$ cat src/source/histGeomPkg.sv
`default_nettype none

// geometry of one pixel's arrival-time histogram
package histGeomPkg;

    // time-bin value, also the RAM address
    localparam int binBits = 6;

    // one RAM word per bin
    localparam int numBins = 2 ** binBits;

    // kept narrow so a frame can reach saturation
    localparam int countBits = 8;

    typedef logic [binBits-1:0] binT;
    typedef logic [countBits-1:0] countT;

    // counts stick here and never wrap
    localparam countT countMax = '1;

endpackage

`default_nettype wire
$ cat src/source/histCtrlPkg.sv
`default_nettype none

// sequencer control: states, drain depth and frame-end timing
package histCtrlPkg;

    typedef enum logic [1:0] {
        collect, // accepting events
        drain,   // letting in-flight updates land
        scan,    // reading out and clearing bins
        report   // last sample and peak hand-off
    } seqStateT;

    localparam int drainCycles = 2; // read stage plus write stage

    // frameEnd edge to peakValid edge
    localparam int scanLatency = drainCycles + histGeomPkg::numBins + 2;

    // cycle index since frameEnd, covers the whole drain, scan and report
    localparam int phaseBits = $clog2(scanLatency);
    typedef logic [phaseBits-1:0] phaseT;

endpackage

`default_nettype wire

$ cat src/source/histRamIf.sv
`timescale 1ns/1ps
`default_nettype none

// write port and registered read port of the histogram RAM
interface histRamIf;

    logic                wEnable;
    histGeomPkg::binT    waddr;
    histGeomPkg::countT  wdata;

    logic                rEnable;
    histGeomPkg::binT    raddr;
    histGeomPkg::countT  rdata; // valid the cycle after rEnable

    // sequencer side
    modport ctrl (
        output wEnable,
        output waddr,
        output wdata,
        output rEnable,
        output raddr,
        input  rdata
    );

    // memory side
    modport mem (
        input  wEnable,
        input  waddr,
        input  wdata,
        input  rEnable,
        input  raddr,
        output rdata
    );

endinterface

`default_nettype wire

$ cat src/source/histTop.sv
`timescale 1ns/1ps
`default_nettype none

// one-pixel histogram: sequencer, dual-port RAM and peak finder
module histTop (
    input  logic                               clk,
    input  logic                               res,
    input  logic                               wrEn,
    input  logic                               frameEnd,
    input  logic [histGeomPkg::binBits-1:0]    data,
    output logic                               busy,
    output logic                               peakValid,
    output logic [histGeomPkg::binBits-1:0]    peakBin,
    output logic [histGeomPkg::countBits-1:0]  peakCount
);

    histRamIf ramBus ();

    // scan samples into the peak finder
    logic               scanStart;
    logic               sampleValid;
    logic               scanDone;
    histGeomPkg::binT   sampleBin;
    histGeomPkg::countT sampleCount;

    histRam uRam (
        .clk  (clk),
        .port (ramBus.mem)
    );

    histSequencer uSeq (
        .clk         (clk),
        .res         (res),
        .wrEn        (wrEn),
        .frameEnd    (frameEnd),
        .data        (data),
        .ram         (ramBus.ctrl),
        .busy        (busy),
        .scanStart   (scanStart),
        .sampleValid (sampleValid),
        .scanDone    (scanDone),
        .sampleBin   (sampleBin),
        .sampleCount (sampleCount)
    );

    peakFinder uPeak (
        .clk         (clk),
        .res         (res),
        .scanStart   (scanStart),
        .sampleValid (sampleValid),
        .scanDone    (scanDone),
        .sampleBin   (sampleBin),
        .sampleCount (sampleCount),
        .peakValid   (peakValid),
        .peakBin     (peakBin),
        .peakCount   (peakCount)
    );

endmodule

`default_nettype wire

$ cat src/source/peakFinder.sv
`timescale 1ns/1ps
`default_nettype none

// largest count over one scan, lowest bin on ties
module peakFinder (
    input  logic               clk,
    input  logic               res,
    input  logic               scanStart,
    input  logic               sampleValid,
    input  logic               scanDone,
    input  histGeomPkg::binT   sampleBin,
    input  histGeomPkg::countT sampleCount,
    output logic               peakValid,
    output histGeomPkg::binT   peakBin,
    output histGeomPkg::countT peakCount
);

    histGeomPkg::binT   maxBin;
    histGeomPkg::countT maxCount;

    // running maximum, bins arrive in ascending order
    always_ff @(posedge clk) begin
        if (scanStart) begin
            maxBin   <= '0;
            maxCount <= '0; // all-zero frame reports bin 0
        end else if (sampleValid && (sampleCount > maxCount)) begin
            maxBin   <= sampleBin; // strict compare keeps the earlier bin
            maxCount <= sampleCount;
        end
    end

    always_ff @(posedge clk or negedge res) begin
        if (!res) begin
            peakValid <= 1'b0;
        end else begin
            peakValid <= scanDone; // one cycle, scanDone is a pulse
        end
    end

    // result holds until the next frame reports
    always_ff @(posedge clk) begin
        if (scanDone) begin
            peakBin   <= maxBin;
            peakCount <= maxCount;
        end
    end

endmodule

`default_nettype wire

$ cat src/source/histSequencer.sv
`timescale 1ns/1ps
`default_nettype none

// event read-modify-write pipeline, then frame-end scan and clear
module histSequencer (
    input  logic               clk,
    input  logic               res,
    input  logic               wrEn,
    input  logic               frameEnd,
    input  histGeomPkg::binT   data,
    histRamIf.ctrl             ram,
    output logic               busy,
    output logic               scanStart,
    output logic               sampleValid,
    output logic               scanDone,
    output histGeomPkg::binT   sampleBin,
    output histGeomPkg::countT sampleCount
);

    histCtrlPkg::seqStateT state;
    histCtrlPkg::phaseT    phase;     // cycles since frameEnd

    // read stage, event latched from the input
    logic                  rdValid;
    histGeomPkg::binT      rdBin;

    // write stage, count comes back from the RAM here
    logic                  wrValid;
    histGeomPkg::binT      wrBin;
    logic                  fwdHit;    // previous write went to this bin
    histGeomPkg::countT    fwdCount;  // value of that write
    histGeomPkg::countT    oldCount;
    histGeomPkg::countT    newCount;

    // scan sample stage
    histGeomPkg::binT      scanAddr;
    logic                  smpValid;
    histGeomPkg::binT      smpBin;

    assign busy = (state != histCtrlPkg::collect);

    // address walks upward once the drain is over
    assign scanAddr = histGeomPkg::binT'(phase - histCtrlPkg::phaseT'(histCtrlPkg::drainCycles));

    assign scanStart = (state == histCtrlPkg::scan) &&
        (phase == histCtrlPkg::phaseT'(histCtrlPkg::drainCycles));
    assign scanDone = (state == histCtrlPkg::report) &&
        (phase == histCtrlPkg::phaseT'(histCtrlPkg::scanLatency - 1));

    // the RAM cannot return a write made on the same edge as the read,
    // so a back-to-back hit on one bin takes the in-flight value
    assign oldCount = fwdHit ? fwdCount : ram.rdata;
    assign newCount = (oldCount == histGeomPkg::countMax) ?
        histGeomPkg::countMax : oldCount + histGeomPkg::countT'(1); // saturate

    always_ff @(posedge clk or negedge res) begin
        if (!res) begin
            state    <= histCtrlPkg::collect;
            phase    <= '0;
            rdValid  <= 1'b0;
            wrValid  <= 1'b0;
            fwdHit   <= 1'b0;
            smpValid <= 1'b0;
        end else begin
            rdValid  <= wrEn && !busy; // events while busy are dropped
            wrValid  <= rdValid;
            fwdHit   <= rdValid && wrValid && (rdBin == wrBin);
            smpValid <= (state == histCtrlPkg::scan);

            if (state == histCtrlPkg::collect) begin
                phase <= '0;
            end else begin
                phase <= phase + histCtrlPkg::phaseT'(1);
            end

            case (state)
                histCtrlPkg::collect: begin
                    if (frameEnd) begin
                        state <= histCtrlPkg::drain;
                    end
                end
                histCtrlPkg::drain: begin // last event write lands at the end
                    if (phase == histCtrlPkg::phaseT'(histCtrlPkg::drainCycles - 1)) begin
                        state <= histCtrlPkg::scan;
                    end
                end
                histCtrlPkg::scan: begin
                    if (phase == histCtrlPkg::phaseT'(histCtrlPkg::drainCycles +
                            histGeomPkg::numBins - 1)) begin
                        state <= histCtrlPkg::report;
                    end
                end
                histCtrlPkg::report: begin
                    if (scanDone) begin
                        state <= histCtrlPkg::collect;
                    end
                end
                default: state <= histCtrlPkg::collect;
            endcase
        end
    end

    always_ff @(posedge clk) begin
        rdBin    <= data;
        wrBin    <= rdBin;
        fwdCount <= newCount; // written value of the event now leaving
        smpBin   <= scanAddr;
    end

    // port B: event reads, or the scan
    assign ram.rEnable = rdValid || (state == histCtrlPkg::scan);
    assign ram.raddr   = (state == histCtrlPkg::scan) ? scanAddr : rdBin;

    // port A: event updates, or zero behind the scan, never both at once
    assign ram.wEnable = wrValid || smpValid;
    assign ram.waddr   = smpValid ? smpBin : wrBin;
    assign ram.wdata   = smpValid ? '0 : newCount;

    assign sampleValid = smpValid;
    assign sampleBin   = smpBin;
    assign sampleCount = ram.rdata;

endmodule

`default_nettype wire

$ cat src/source/histRam.sv
`timescale 1ns/1ps
`default_nettype none

// one histogram of numBins counts, write port A, read port B
module histRam (
    input  logic       clk,
    histRamIf.mem      port
);

    histGeomPkg::countT mem [histGeomPkg::numBins];

    // histogram starts empty after configuration
    initial begin
        for (int i = 0; i < histGeomPkg::numBins; i++) begin
            mem[i] = '0;
        end
    end

    // port A, plain write
    always_ff @(posedge clk) begin
        if (port.wEnable) begin
            mem[port.waddr] <= port.wdata;
        end
    end

    // port B, registered read
    // a write to the same address on the same edge is not seen here,
    // the sequencer forwards around that case
    always_ff @(posedge clk) begin
        if (port.rEnable) begin
            port.rdata <= mem[port.raddr];
        end
    end

endmodule

`default_nettype wire

$ cat config.mk
export PLATFORM = sky130hd
export DESIGN_NAME = histTop
export DESIGN_NICKNAME = d
export VERILOG_FILES = /design/src/source/histGeomPkg.sv /design/src/source/histCtrlPkg.sv /design/src/source/histRamIf.sv /design/src/source/histTop.sv /design/src/source/peakFinder.sv /design/src/source/histSequencer.sv /design/src/source/histRam.sv
export SDC_FILE = /design/constraint.sdc
export NUM_CORES = 1
export LEC_CHECK = 0
export CELL_PAD_IN_SITES_DETAIL_PLACEMENT = 0
export CELL_PAD_IN_SITES_GLOBAL_PLACEMENT = 1
export CORE_ASPECT_RATIO = 0.75
export CORE_MARGIN = 2
export CORE_UTILIZATION = 48
export DETAILED_ROUTE_END_ITERATION = 10
export DONT_BUFFER_PORTS = 1
export PLACE_DENSITY = 0.85
export SYNTH_ARGS = -nofsm -noshare
export SYNTH_HDL_FRONTEND = slang
export SYNTH_SLANG_ARGS = --single-unit
$ cat constraint.sdc
create_clock -name clk -period 3.7 [get_ports clk]
set_input_delay 0.185 -clock clk [delete_from_list [all_inputs] [get_ports clk]]
set_output_delay 0.185 -clock clk [all_outputs]
set_load 0.01 [all_outputs]
==> impl_metrics.toml <==
[synthesis]
seq_area_frac_synth_pct = 73.1
synth.net_count = 1734
synth_common_cells = "edfxtp_1, nand2_1, nand3_1"
yosys.cell_count.top_type = "edfxtp_1"
avgSynthCellArea_um2 = 13.8
netlist_instances = 1706
synth_cell_types = 57
synth_top_cell_area_share_pct = 68.2
synth_area_leaders = "edfxtp_1, nand2_1, dfxtp_1"
synthArstFlopShare_pct = 2.38
ys_warn_count = 0
ys_ff_latch = 588
synth_top_area_cell = "edfxtp_1"
synth-edff-count = 534
synth_flop_cell = "edfxtp_1"
synthesis.area_mm2 = 0.0235

[cts]
root_buffer = "clkbuf_16"
numCtsBuffers = 51
clk_pin_slew_ns = 0.06
tritoncts = "built"
clock_path_buffers = 3
clk_latency_ns = 0.59
cts_num_sinks = 588
cts_setup_buffers = 0
htree_levels = 2

[layout]
antenna_cells = 0
drive_above_1_share_pct = 9.21
fillers = 3888
multiInputGateArea_mm2 = 0.00589
final_cells = 2417
regArea_mm2 = 0.0172
syn_to_final_growth_pct = 11.3
nNetsFinal = 1762

[route]
ant_nets = 0
dr_total_vias = 14500
drt_pass1_iterations = 5
drcViolationCount = 0
wl_per_cell_um = 23.8
routed_wl_um = 57400
viasPerCell = 5.98
drt_iter0_drc = 1773

[floorplanning]
die_h_um = 196
die_width_um = 260
fp-row-count = 70
io_pins = 26
start_util_pct = 48.4
core_area_mm2 = 0.0486
die_area_mm2 = 0.0508

[global_route]
grt_overflow = 0
antenna_found_initial = 0
grt_max_degree = 65
grt.total_usage_pct = 22.6
grt_pass1_wl_um = 85700
grt_pass1_vias = 13500

[run]
drv_cap = 0

[timing]
fin_ws_ns = 0.194
worstMarginPinSlew_ns = 1.23
post-route-min-period_ns = 3.51
fin_skew_ns = 0.0185
fin_crit_sh_pct = 94.8
fmax_mhz = 285
rsz0062_at_grt = "no"
timing.slew.headroom_pct = 17.8
maxSlewViolCount = 0
setup_viol = 0
hold_viol = 0

[worst_setup_path]
cp_max_fo = 12
cp.required_ns = 3.90
worstSetupPathType = "reg -> reg"
cp-start-kind = "flop"
critPathCaptureType = "flop"
arrival_ns = 3.70

[placed_design]
place_ws_ns = 0.259
port_buffers = 0
place_congestion = 0.868
dpl.cell_count = 2321
hpwl_um = 36600

[power_and_ir_drop]
p_sw_uw = 2650
seq_power_share_pct = 56.4
power.leakage_uw = 0.00879
power_frac_clock_pct = 39.6
power_density_mw_per_mm2 = 485
max-vdd-ir-drop_uv = 344
p_comb_share_pct = 4.1
swShare_pct = 20.9
intPower_uw = 10000

[outcome]
status = "completed"

[min_path]
holdCritPathClass = "in -> reg"
through the flow:
step           instance area [um^2]  util, %  hold slack (ns)  TNS [ns]  power, uW
3_3_place_gp                  24600     50.6           -0.110         0       7790
2_1_floorplan                 23500        -           -0.111   -118.40       7620
6_report                      26200     53.8           0.0306         0      12700
4_1_cts                       26200     53.8           0.0149         0      12700
5_1_grt                       26200     53.8            0.129         0      13000
3_5_place_dp                  24600     50.6           -0.110         0       7790
layer usage:
layer	up-vias	wire [um]	track usage, %
li1	6397	-	-
met3	103	6650	6.15
met4	0	1340	5.73
met1	7227	24400	34.2
met2	733	25000	32.5
met5	-	0	0
cells in the final DEF, fill, tap and decap left out, drive strengths merged, types with 25 or more instances in the layout:
master / instances
edfxtp: 534
nand2: 395
nand3: 132
nor2: 98
mux2i: 70
clkbuf: 61
buf: 60
a32oi: 46
dfxtp: 40
nand4: 34
a31oi: 26
inv: 25
flip-flops by register name (all words and copies together), names as in the netlist, 2 cells and up:
register / flops
uPeak.peakCount: 8
uPeak.peakBin: 6
uSeq.state: 2
uSeq.phase: 7
uSeq.fwdCount: 8
uPeak.maxBin: 6
uRam.port.rdata: 8
uSeq.wrBin: 6
uRam.mem: 512
uSeq.rdBin: 6
uSeq.sampleBin: 6
uPeak.maxCount: 8
worst paths after layout:
check	from	to	slack, ns	cells after the start
worst max-delay path	uSeq.sampleValid$_DFF_PN0_	uRam.mem[4][2]$_DFFE_PP_	0.19	4
worst max register to register	uSeq.sampleValid$_DFF_PN0_	uRam.mem[4][2]$_DFFE_PP_	0.19	4
worst min-delay path	frameEnd	uSeq.state[1]$_DFFE_PN0P_	0.03	3
worst min register to register	uSeq.rdBin[5]$_DFF_P_	uSeq.wrBin[5]$_DFF_P_	0.41	0
min in group asynchronous	res	uSeq.state[1]$_DFFE_PN0P_	0.08	1
max in group asynchronous	res	uPeak.peakValid$_DFF_PN0_	3.18	1
power by group through the flow:
stage          registers [uW]  logic (uW)  clock network, uW
2_1_floorplan            7290         326                  0
3_3_place_gp             7300         489                  0
3_5_place_dp             7300         494                  0
4_1_cts                  7150         507               5070
5_1_grt                  7150         551               5330
6_report                 7160         515               5020
final cells by class:
class                   instances  area share (%)
well taps                     648            3.10
clock inverters                27           0.755
multi-input cells            1001            22.5
clock buffers                  61            5.02
repair buffers                 68            2.60
inverters                      24           0.344
flip-flops and latches        588            65.7
cell families after synthesis:
group | Yosys count | synth area share (%)
adders and majority gates | 18 | 0.958
and+or+nand+nor | 704 | 12.8
DFF | 588 | 73.1
xor gates and xnor gates | 18 | 0.702
muxes | 89 | 4.68
buffers and inverters | 117 | 2.31
AOI/OAI and AO/OA | 172 | 5.51
worst max-delay path, cell delays in order (launching register included):
cell and delay, ns:
dfrtp_1 0.57, inv_1 0.27, o21ai_0 0.75, nand2_1 0.64
nor2_1 0.89
what timing repair did:
item	CTS	global route
endpoints found under the setup margin	0	1
gates resized for setup	0	1
endpoints found under the hold margin	21	0
hold buffers	8	0
(Power assumes the default switching activity.)
